**config.mk**
```make
export PLATFORM = sky130hd
export DESIGN_NAME = tagged_fifo_bank
export DESIGN_NICKNAME = d
export VERILOG_FILES = /design/src/demux_pkg.sv /design/src/tag_dispatch.sv /design/src/channel_fifo.sv /design/src/tagged_fifo_bank.sv
export SDC_FILE = /design/constraint.sdc
export NUM_CORES = 1
export LEC_CHECK = 0
export CORE_ASPECT_RATIO = 0.9
export CORE_MARGIN = 2
export CORE_UTILIZATION = 57
export DETAILED_ROUTE_END_ITERATION = 7
export DONT_BUFFER_PORTS = 1
export PLACE_DENSITY_LB_ADDON = 0.25
export SLEW_MARGIN = 5
export SYNTH_ARGS = -nofsm -noshare
export SYNTH_HDL_FRONTEND = slang
export SYNTH_HIERARCHICAL = 1
export SYNTH_SLANG_ARGS = --single-unit
```
**constraint.sdc**
```tcl
create_clock -name clk_i -period 2.4 [get_ports clk_i]
set_input_delay 0.48 -clock clk_i [delete_from_list [all_inputs] [get_ports clk_i]]
set_output_delay 0.48 -clock clk_i [all_outputs]
set_load 0.01 [all_outputs]
```
**src/demux_pkg.sv**
```systemverilog
`default_nettype none

package demux_pkg;

   // width of one payload word on the stream
   localparam int DATA_W = 16;

   // number of output channels, kept a power of two so the tag covers it exactly
   localparam int NUM_CH = 4;

   // the tag selects one channel
   localparam int TAG_W = $clog2(NUM_CH);

   // words of storage per channel unless the top level says otherwise
   localparam int DEFAULT_ELS = 4;

   // one payload word
   typedef logic [DATA_W-1:0] data_t;

   // a channel number as carried next to each word
   typedef logic [TAG_W-1:0] tag_t;

   // one bit per channel, used for valids, readies and yumis
   typedef logic [NUM_CH-1:0] ch_mask_t;

endpackage

`default_nettype wire

```
**src/tag_dispatch.sv**
```systemverilog
`timescale 1ns/100ps
`default_nettype none

module tag_dispatch
   (
      input  logic                clk_i,
      input  logic                rst_n_i,
      input  logic                v_i,
      input  demux_pkg::tag_t     tag_i,
      input  demux_pkg::ch_mask_t ready_i,
      output logic                yumi_o,
      output demux_pkg::ch_mask_t v_o
   );

   import demux_pkg::*;

   logic     active_r;
   ch_mask_t tag_hot;
   ch_mask_t grant;

   // the dispatcher stays idle until one clock edge has seen reset released
   // this keeps the first cycle after reset quiet even with v_i already high
   always_ff @(posedge clk_i)
   begin
      if (!rst_n_i)
      begin
         active_r <= 1'b0;
      end
      else
      begin
         active_r <= 1'b1;
      end
   end

   // decode the tag into a one-hot channel mask
   always_comb
   begin
      tag_hot = '0;
      tag_hot[tag_i] = 1'b1;
   end

   // a word is taken only when its own channel has room,
   // so a full channel never blocks words for the others
   assign grant = tag_hot & ready_i & {NUM_CH{v_i & active_r}};

   // the grant doubles as the write strobe of the target FIFO
   assign v_o = grant;

   // at most one bit of grant is set
   assign yumi_o = |grant;

endmodule

`default_nettype wire

```
**src/channel_fifo.sv**
```systemverilog
`timescale 1ns/100ps
`default_nettype none

module channel_fifo
   #(
      parameter int els_p = demux_pkg::DEFAULT_ELS
   )
   (
      input  logic             clk_i,
      input  logic             rst_n_i,
      input  logic             v_i,
      input  demux_pkg::data_t data_i,
      output logic             ready_o,
      output logic             v_o,
      output demux_pkg::data_t data_o,
      input  logic             yumi_i
   );

   import demux_pkg::*;

   localparam int ptr_w_lp = $clog2(els_p);
   localparam int cnt_w_lp = $clog2(els_p + 1);

   data_t               mem [els_p];
   logic [ptr_w_lp-1:0] wr_ptr_r;
   logic [ptr_w_lp-1:0] rd_ptr_r;
   logic [cnt_w_lp-1:0] count_r;
   logic                wr_en;
   logic                rd_en;

   // pointers wrap at els_p, which need not be a power of two
   function automatic logic [ptr_w_lp-1:0] bump(input logic [ptr_w_lp-1:0] ptr);
      if (ptr == ptr_w_lp'(els_p - 1))
         return '0;
      else
         return ptr + 1'b1;
   endfunction

   assign wr_en = v_i & ready_o;
   assign rd_en = yumi_i & v_o;

   // ready looks only at the count, so a full FIFO refuses a write
   // even in a cycle where the head is being removed
   assign ready_o = (count_r < cnt_w_lp'(els_p));
   assign v_o     = (count_r != '0);
   assign data_o  = mem[rd_ptr_r];

   always_ff @(posedge clk_i)
   begin
      if (wr_en)
      begin
         mem[wr_ptr_r] <= data_i;
      end
   end

   always_ff @(posedge clk_i)
   begin
      if (!rst_n_i)
      begin
         wr_ptr_r <= '0;
         rd_ptr_r <= '0;
         count_r  <= '0;
      end
      else
      begin
         if (wr_en)
            wr_ptr_r <= bump(wr_ptr_r);
         if (rd_en)
            rd_ptr_r <= bump(rd_ptr_r);
         // occupancy only moves when exactly one side is active
         case ({wr_en, rd_en})
            2'b10:   count_r <= count_r + 1'b1;
            2'b01:   count_r <= count_r - 1'b1;
            default: count_r <= count_r;
         endcase
      end
   end

endmodule

`default_nettype wire

```
**src/tagged_fifo_bank.sv**
```systemverilog
`timescale 1ns/100ps
`default_nettype none

module tagged_fifo_bank
   #(
      parameter int els_p = demux_pkg::DEFAULT_ELS
   )
   (
      input  logic                                     clk_i,
      input  logic                                     rst_n_i,
      input  logic                                     v_i,
      input  demux_pkg::tag_t                          tag_i,
      input  demux_pkg::data_t                         data_i,
      output logic                                     yumi_o,
      output demux_pkg::ch_mask_t                      v_o,
      input  demux_pkg::ch_mask_t                      yumi_i,
      output demux_pkg::data_t [demux_pkg::NUM_CH-1:0] data_o
   );

   import demux_pkg::*;

   // write strobes from the dispatcher and room flags back from the FIFOs
   ch_mask_t ch_v;
   ch_mask_t ch_ready;

   tag_dispatch i_dispatch
      (
         .clk_i   (clk_i),
         .rst_n_i (rst_n_i),
         .v_i     (v_i),
         .tag_i   (tag_i),
         .ready_i (ch_ready),
         .yumi_o  (yumi_o),
         .v_o     (ch_v)
      );

   // every channel sees the same input word, only the strobed one stores it
   for (genvar i = 0; i < NUM_CH; i++)
   begin : g_ch
      channel_fifo
         #(
            .els_p (els_p)
         )
      i_fifo
         (
            .clk_i   (clk_i),
            .rst_n_i (rst_n_i),
            .v_i     (ch_v[i]),
            .data_i  (data_i),
            .ready_o (ch_ready[i]),
            .v_o     (v_o[i]),
            .data_o  (data_o[i]),
            .yumi_i  (yumi_i[i])
         );
   end

endmodule

`default_nettype wire

```
==> results.txt, run 1 <==
Cell family with most CP delay = multiplexers
Actual slew at the worst max-slew pin = 0.671 ns
Slew HR = 0.549
Fin. max-slew vios = 0
Hpwl dp = 12.1 mm
Iter 0 DRT Violations = 295
Hold WS = 0.0504 ns
Ant diodes = 0
Final worst path period need = 2.30 ns
Routed vias = 5,017
Synthesized area per cell = 20.4 sq um
Share of cells above drive strength 1 = 0.189
Clk pwr share = 0.421
Core Box Area = 19,800 sq um
Crit path setup slack, layout = 0.0999 ns
Min-Delay Path Depth = 0
Critical path class = register to primary output
Bufs and invs on worst path = 1
Synth Flop Type = edfxtp_1
Vias in the first global route = 5,286
Crit path cell chain = buf_6 -> mux4_1
Cell Pwr Density = 840 nW/um^2
Std cell rows = 49
Max_cap viols = 0
Mapped Nets = 612
RSZ-0062 raised after global routing = no
Crit share post-route = 0.958
Number of flops mapped to enable cells by yosys = 256
Max Clock Freq = 0.435 GHz
Area Growth Syn to Fin = 11.8%
Worst-path maximum fanout = 16
Post-synthesis sequential area ratio = 0.740
Net load switching power = 2.05 mW
Antenna viol nets, final = 0
Hold Path Class = primary input to register
Clk_skew = 0.00914 ns
DRC = 0
Sequential share of power = 0.527
Die W = 153 um
Final wirelength = 18.9 mm
First-pass DRT Iterations = 4
Place WS = 0.0924 ns
Ports = 94
Combinational Power Share = 0.052
Synth unique cells = 27
Post-CTS Setup Repair Bufs = 0
DR WL/cell = 21.7 um
Grt ovf = 0
H-tree depth = 1
Number of synthesis warnings = 6
Initial antenna violation count = 0
WP depth = 2
GPL Wtd Cong = 0.713
Critical Path End Type = primary output
Die H = 138 um
Worst-path clk slew = 0.06 ns
Pin count of the biggest net entering global routing = 38
Post-synth top area share = 0.675
Power, Total = 10.7 mW
Endpoints failing setup = 0
Status = complete, no violations
CTS Buffer Depth = 3
Global-route wire length before repair = 29.5 mm
Final Hold Fails = 0
IO Port Bufs = 0
Util after Layout = 0.643
Crit-path slowest cell = mux4_1
Netlist Area Pre-Place = 11,400 sq um
Area leader, netlist = edfxtp_1
Internal power = 8.64 mW
Initial cell density of the core = 0.575
Crit-path max cell delay = 0.71 ns
Seq cells post-synth = 293
Total CTS buffers = 27
Final Net Count = 652
Vias per cell = 5.75
Worst skew pair latency = 0.52 ns
Peak supply drop = 0.000382 V
Clk sinks = 293
CP required = 1.92 ns
Aggregate global-route resource usage = 0.181
Leak = 4.17 nW
Root Buffer = clkbuf_16
Worst reg2reg path depth = 10
CP Launch Type = register
Die ar. = 21,100 sq um
Synth area leaders = edfxtp_1 (67%), mux4_2 (8.1%), dfxtp_1 (6.5%), mux4_1 (5.5%), ha_1 (2.6%)
Post-Syn Instances = 559
Switching power share of the total = 0.192
CTS tree = yes
Setup TNS = 0 ns
Arrival @ worst endpoint = 1.82 ns
Async SR Flop Fraction = 0
-- path summary, 6_finish.rpt --
kind	from	endpoint	slack, ns
setup / recovery	register	data_o[47]	0.1
hold / removal	data_i[9]	g_ch[3].i_fifo/mem[0][9]	0.05
setup reg to reg	g_ch[1].i_fifo/count_r[2]	g_ch[1].i_fifo/count_r[2]	0.19
hold reg to reg	g_ch[0].i_fifo/count_r[2]	g_ch[0].i_fifo/count_r[2]	0.54
-- stage by stage --
stage	instance area, sq um	cells
after floorplan	11400	559
after CTS	12700	873
after detailed placement	11800	824
final	12700	873
after global placement	11800	824
after global routing	12700	873
-- logic make-up after synthesis --
logic type | synth area share
multiplexers | 0.143
AO/OA/AOI/OAI | 0.0123
buffers and inverters | 0.0264
flip-flops | 0.740
XOR/XNOR | 0.00615
AND/OR/NAND/NOR | 0.0387
adder cells (fa/ha/maj) | 0.0334
-- synthesized netlist by cell type (9+ instances only) --
cell and count:
edfxtp_1 256, mux4_2 41, dfxtp_1 37, inv_1 32, and2_1 24, ha_1 24
mux4_1 24, o21ai_0 16, nand2_1 15, nand3_1 13, nor2b_1 12, nor2_1 9
-- cell usage in the layout (no fill, tap or decap), drive strengths merged --
| cell | Yosys | final |
|---|---|---|
| buf | 16 | 30 |
| nor2 | 9 | 9 |
| and2 | 24 | 24 |
| o21ai | 16 | 16 |
| edfxtp | 256 | 256 |
| mux2i | 8 | 8 |
| fa | 4 | 4 |
| mux4 | 65 | 65 |
| clkbuf | 4 | 37 |
| dfxtp | 37 | 37 |
| ha | 24 | 24 |
| nor3 | 1 | 1 |
| nor3b | 1 | 1 |
| nand2 | 15 | 15 |
| clkinv | 0 | 5 |
| dlygate4sd3 | 0 | 1 |
| inv | 32 | 33 |
| xor2 | 4 | 4 |
| nor4b | 1 | 1 |
| xnor2 | 4 | 4 |
| clkinvlp | 0 | 1 |
| bufinv | 0 | 4 |
| nor2b | 13 | 13 |
| o31ai | 4 | 4 |
| or3 | 4 | 4 |
| nand3 | 13 | 13 |
| a21boi | 4 | 4 |
-- flip-flops by register name (all words and copies together) (netlist names), named ones only --
| signal | flops |
|---|---|
| g_ch.i_fifo/count_r | 12 |
| g_ch.i_fifo/mem | 256 |
| g_ch.i_fifo/rd_ptr_r | 8 |
| g_ch.i_fifo/wr_ptr_r | 8 |
| i_dispatch/active_r | 1 |
-- cell type report --
class,count,area [sq um]
Clock buffer,37,815
Fill cell,1313,7070
Sequential cell,293,8430
Multi-Input combinational cell,214,2660
Timing Repair Buffer,31,243
Clock inverter,11,153
Inverter,32,120
Tap cell,255,319
-- repair_timing --
item	4_1_cts	5_1_grt
endpoints found under the hold margin	1	0
setup endpoints to repair	3	1
resized for setup	2	2
gates cloned	0	0
hold buffers	1	0
-- layer usage --
metal,track usage,routed length [um],vias up
met5,0,0,-
met4,0.0463,301,0
met3,0.0420,1040,27
met2,0.311,9770,130
met1,0.237,7840,2576
li1,-,-,2284
-- power groups by stage --
stage	combinational [mW]	sequential, mW	clock [mW]
after floorplan	0.498	5.73	0
after global placement	0.544	5.74	0
after detailed placement	0.568	5.74	0
after CTS	0.574	5.63	4.59
after global routing	0.616	5.64	4.77
final	0.561	5.63	4.50
Power figures use the tool's default switching activity.
==> inputs of run 2 (changes only) <==
==> constraint.sdc (replaced) <==
create_clock -name clk_i -period 2.4 [get_ports clk_i]
set_input_delay 0.24 -clock clk_i [delete_from_list [all_inputs] [get_ports clk_i]]
set_output_delay 0.24 -clock clk_i [all_outputs]
set_load 0.01 [all_outputs]
==> run 2 against run 1 <==
Against the previous run:
- total power shrank 0.11%
- largest cell class unchanged
- cell count up 2.5%
- non-clock buffer count rose by 17
==> results.txt, run 2 (synthesized netlist as in run 1, its figures left out) <==
Status = complete, no violations
Root Buffer = clkbuf_16
Ports = 94
Most frequent CP cell = inv_1
DRC = 0
Initial antenna violation count = 0
Leak = 4.23 nW
Commonest non-fill, non-tap cells in the layout = edfxtp_1 (256), mux4_2 (41), dfxtp_1 (37)
Post-CTS Setup Repair Bufs = 0
IO Port Bufs = 0
Crit-path slowest cell = dfxtp_1
Total CTS buffers = 29
CTS tree = yes
Cell family with most CP delay = simple AND/OR/NAND/NOR gates
Area Growth Syn to Fin = 13.0%
Max Clock Freq = 0.451 GHz
Power, Total = 10.7 mW
CP required = 2.85 ns
Die W = 153 um
RSZ-0062 raised after global routing = no
Final worst path period need = 2.22 ns
Crit share post-route = 0.924
Reg with most FFs = g_ch.i_fifo/mem
CTS Buffer Depth = 3
Antenna viol nets, final = 0
Crit-path max cell delay = 0.40 ns
H-tree depth = 1
Arrival @ worst endpoint = 2.67 ns
Final Hold Fails = 0
Pin count of the biggest net entering global routing = 38
Hold Path Class = primary input to register
Worst skew pair latency = 0.53 ns
Peak supply drop = 0.000556 V
Most common cell after layout, fill and taps aside = edfxtp_1
Fin. max-slew vios = 0
Global-route wire length before repair = 30.4 mm
Hpwl dp = 12.3 mm
First-pass DRT Iterations = 4
Worst-path clk slew = 0.06 ns
Final Net Count = 671
Ant diodes = 0
Clk_skew = 0.0156 ns
Slew HR = 0.214
DR WL/cell = 21.4 um
Bufs and invs on worst path = 3
Routed vias = 5,122
CP Launch Type = register
Endpoints failing setup = 0
Grt ovf = 0
Setup TNS = 0 ns
Iter 0 DRT Violations = 388
Final wirelength = 19.2 mm
Initial cell density of the core = 0.575
Max_cap viols = 0
Critical path class = register to register
GPL Wtd Cong = 0.722
Crit path cell chain = inv_1 -> nand2_1 -> nor2_1 -> nor2b_2 -> inv_1 -> ha_1 -> inv_1 -> fa_1 -> xor2_1 -> or3_1 -> a21boi_0
Share of cells above drive strength 1 = 0.178
Aggregate global-route resource usage = 0.185
Worst-path maximum fanout = 7
Core Box Area = 19,800 sq um
Vias per cell = 5.72
Vias in the first global route = 5,493
Die H = 138 um
Number of flip-flops in the largest register = 256
Std cell rows = 49
Largest regs = g_ch.i_fifo/mem x256, g_ch.i_fifo/count_r x12
Clk sinks = 293
Critical Path End Type = register
Actual slew at the worst max-slew pin = 1.17 ns
Die ar. = 21,100 sq um
Cell Pwr Density = 830 nW/um^2
[run 2: layout make-up]
type / instances / area (sq um)
sequential: 293 / 8430
clock buffer: 35 / 748
multi-input combinational: 214 / 2670
inverter: 32 / 120
tap: 255 / 319
timing repair buffer: 48 / 403
fill: 1269 / 6930
clock inverter: 18 / 191
[run 2: report_power, final]
group	switching [mW]	internal (mW)	total (mW)
combinational	0.362	0.283	0.644
sequential	0.0422	5.60	5.64
clock	1.76	2.64	4.40
[run 2: worst reg2reg max path, delay by kind of cell (launching register included)]
family,cells,cell delay (ns)
simple gates,4,0.61
fa+ha+maj,2,0.57
flops,1,0.40
buf+inv,3,0.24
xor+xnor,1,0.17
compound gates,1,0.15
[run 2: repair_timing]
| item | CTS | global route |
|---|---|---|
| hold endpoints to repair | 293 | 0 |
| endpoints found under the setup margin | 0 | 2 |
| gates resized for setup | 0 | 2 |
| hold buffers | 17 | 0 |
[run 2: routing by layer]
metal / vias up / part of all wire / global-route usage
met1: 2630 / 0.40 / 0.247
met4: 0 / 0.015 / 0.0346
met2: 135 / 0.52 / 0.320
met3: 26 / 0.061 / 0.0414
li1: 2331 / - / -
met5: - / 0 / 0
[run 2: stage by stage]
step	std cells	setup slack, ns	hold WS [ns]	instance area, sq um	util
after detailed placement	825	0.120	0.272	11800	0.594
after floorplan	559	0.294	0.268	11400	-
final	895	0.181	0.0684	12900	0.650
after CTS	895	0.102	0.0502	12900	0.650
after global placement	825	0.322	0.273	11800	0.594
after global routing	895	0.0133	0.0828	12900	0.650
[run 2: path summary, 6_finish.rpt]
| path | startpoint | end | slack, ns | cells after the start |
|---|---|---|---|---|
| setup / recovery | g_ch[3].i_fifo/count_r[2] | g_ch[3].i_fifo/count_r[2] | 0.18 | 11 |
| hold / removal | yumi_i[0] | g_ch[0].i_fifo/rd_ptr_r[0] | 0.07 | 3 |
| setup reg to reg | g_ch[3].i_fifo/count_r[2] | g_ch[3].i_fifo/count_r[2] | 0.18 | 11 |
| hold reg to reg | g_ch[1].i_fifo/count_r[2] | g_ch[1].i_fifo/count_r[2] | 0.54 | 2 |
==> inputs of run 3 (changes only) <==
--- a/config.mk
+++ b/config.mk
@@ -5,11 +5,15 @@
 export SDC_FILE = /design/constraint.sdc
 export NUM_CORES = 1
 export LEC_CHECK = 0
+export CAP_MARGIN = 0
+export CELL_PAD_IN_SITES_DETAIL_PLACEMENT = 1
+export CELL_PAD_IN_SITES_GLOBAL_PLACEMENT = 1
 export CORE_ASPECT_RATIO = 0.9
 export CORE_MARGIN = 2
-export CORE_UTILIZATION = 57
+export CORE_UTILIZATION = 50
 export DETAILED_ROUTE_END_ITERATION = 7
 export DONT_BUFFER_PORTS = 1
+export HOLD_SLACK_MARGIN = 0.05
 export PLACE_DENSITY_LB_ADDON = 0.25
 export SLEW_MARGIN = 5
 export SYNTH_ARGS = -nofsm -noshare
==> run 3 against run 2 <==
Against the previous run:
- cell count grew 4.5%
- critical endpoint is now g_ch[0].i_fifo/count_r[2]
- register-to-register slack is essentially flat
- combinational power grew 4.0%
- largest power group unchanged
- non-clock buffer count is the same
- sequential share of layout area grew 0.31 points
- core utilization shrank 7.9 points
- largest cell class unchanged
- via count grew 0.53%
==> results.txt, run 3 (synthesized netlist as in run 1, its figures left out) <==
Status = complete, no violations
Actual slew at the worst max-slew pin = 0.802 ns
Flop2flop setup slack = 0.18 ns
Final Hold Fails = 0
Place WS = 0.183 ns
DR WL/cell = 23.1 um
Power, Total = 10.2 mW
Fill count = 1,962
Hold path start = yumi_i[0]
Peak supply drop = 0.000535 V
Clk_skew = 0.0155 ns
Area occupied by multi-input gates = 2670 sq um
Grt ovf = 0
CTS tree = yes
GPL Wtd Cong = 0.737
Total CTS buffers = 29
Worst reg2reg path depth = 10
Util after Layout = 0.571
CTS Buffer Depth = 3
First-pass DRT Iterations = 4
Hold worst-path end = g_ch[0].i_fifo/rd_ptr_r[1]
Antenna viol nets, final = 0
Number of flip-flops in the largest register = 256
Die H = 147 um
Root Buffer = clkbuf_16
Vias in the first global route = 5,731
Endpoints failing setup = 0
Storage cell area = 8430 sq um
Most common cell after layout, fill and taps aside = edfxtp_1
Largest regs = g_ch.i_fifo/mem x256, g_ch.i_fifo/count_r x12
Arrival @ worst endpoint = 2.67 ns
Final wirelength = 21.6 mm
Post-CTS Setup Repair Bufs = 0
Core Box Area = 22,400 sq um
Worst skew pair latency = 0.52 ns
RSZ-0062 raised after global routing = no
CP required = 2.85 ns
Die W = 163 um
Finished layout cell area = 12,800 sq um
Critical path class = register to register
Worst-path maximum fanout = 3
Crit path setup slack, layout = 0.181 ns
Initial cell density of the core = 0.508
Routed vias = 5,149
Share of cells above drive strength 1 = 0.171
Area Growth Syn to Fin = 12.5%
H-tree depth = 1
Hpwl dp = 14.0 mm
Iter 0 DRT Violations = 273
Final Net Count = 671
Fin. max-slew vios = 0
Setup TNS = 0 ns
Worst-path clk slew = 0.06 ns
Leak = 4.17 nW
Commonest non-fill, non-tap cells in the layout = edfxtp_1 (256), mux4_2 (41), dfxtp_1 (36)
Final worst path period need = 2.22 ns
Clk sinks = 293
Min-Delay Path Depth = 3
Slew HR = 0.465
Max Clock Freq = 0.451 GHz
Critical Path End Type = register
Aggregate global-route resource usage = 0.188
Vias per cell = 5.51
Initial antenna violation count = 1
Reg with most FFs = g_ch.i_fifo/mem
Placement Cell Area = 11,800 sq um
Worst R2R End = g_ch[0].i_fifo/count_r[2]
Global-route wire length before repair = 33.9 mm
Crit share post-route = 0.925
CP Launch Type = register
Ports = 94
Worst flop-to-flop path startpoint = i_dispatch/active_r
IO Port Bufs = 0
Pin count of the biggest net entering global routing = 38
Cell Pwr Density = 797 nW/um^2
Die ar. = 24,000 sq um
DRC = 0
Hold Path Class = primary input to register
Std cell rows = 52
Max_cap viols = 0
-- run 3: changes by cell type in the layout (fill, tap and decap cells not counted), sizes merged --
cell,previous run,this run
inv,33,32
bufinv,4,0
clkinv,12,14
clkbuf,35,34
clkinvlp,1,2
diode,0,1
-- run 3: worst max-delay path by stage --
stage                               from                         to  depth (start not counted)
6_report             i_dispatch/active_r  g_ch[0].i_fifo/count_r[2]                         10
5_1_grt              i_dispatch/active_r  g_ch[0].i_fifo/count_r[2]                         10
4_1_cts        g_ch[2].i_fifo/count_r[2]  g_ch[2].i_fifo/count_r[2]                         11
3_5_place_dp   g_ch[2].i_fifo/count_r[2]  g_ch[2].i_fifo/count_r[2]                         11
3_3_place_gp   g_ch[0].i_fifo/count_r[2]  g_ch[0].i_fifo/count_r[2]                         10
2_1_floorplan  g_ch[0].i_fifo/count_r[2]  g_ch[0].i_fifo/count_r[2]                         11
-- run 3: final cells by class --
cell class,count,area share
antenna,1,0.000195
tap,297,0.0290
clock inverter,16,0.00547
multi-input combinational,214,0.208
sequential,293,0.658
clock buffer,34,0.0581
inverter,32,0.00937
timing repair buffer,48,0.0324
-- run 3: worst max-delay path, stage by stage (launching register included) --
cell,delay [ns]
dfxtp_1,0.34
nand2_1,0.13
nor4b_1,0.36
nor2b_1,0.23
inv_1,0.07
ha_1,0.23
inv_1,0.08
fa_1,0.17
xor2_1,0.07
or3_1,0.30
a21boi_0,0.17
-- run 3: what timing repair did --
item,CTS,global route
gates resized for setup,0,1
endpoints found under the setup margin,0,1
hold buffers,18,0
hold endpoints to repair,293,0
-- run 3: metal layers --
layer  global-route usage  part of all wire  vias to the layer above
met2                0.341              0.53                      120
met1                0.238              0.41                     2676
met4               0.0434             0.019                        0
li1                     -                 -                     2322
met3               0.0294             0.046                       31
met5                    0                 0                        -
-- run 3: report_power, final --
group | switching, mW | internal (mW)
Sequential | 0.0388 | 5.60
Combinational | 0.385 | 0.285
Clock | 1.72 | 2.19
-- run 3: through the flow --
step                      std cells  hold WS (ns)
final                           935        0.0770
after global routing            935        0.0920
after CTS                       934        0.0563
after detailed placement        866         0.272
after global placement          866         0.273
after floorplan                 559         0.268
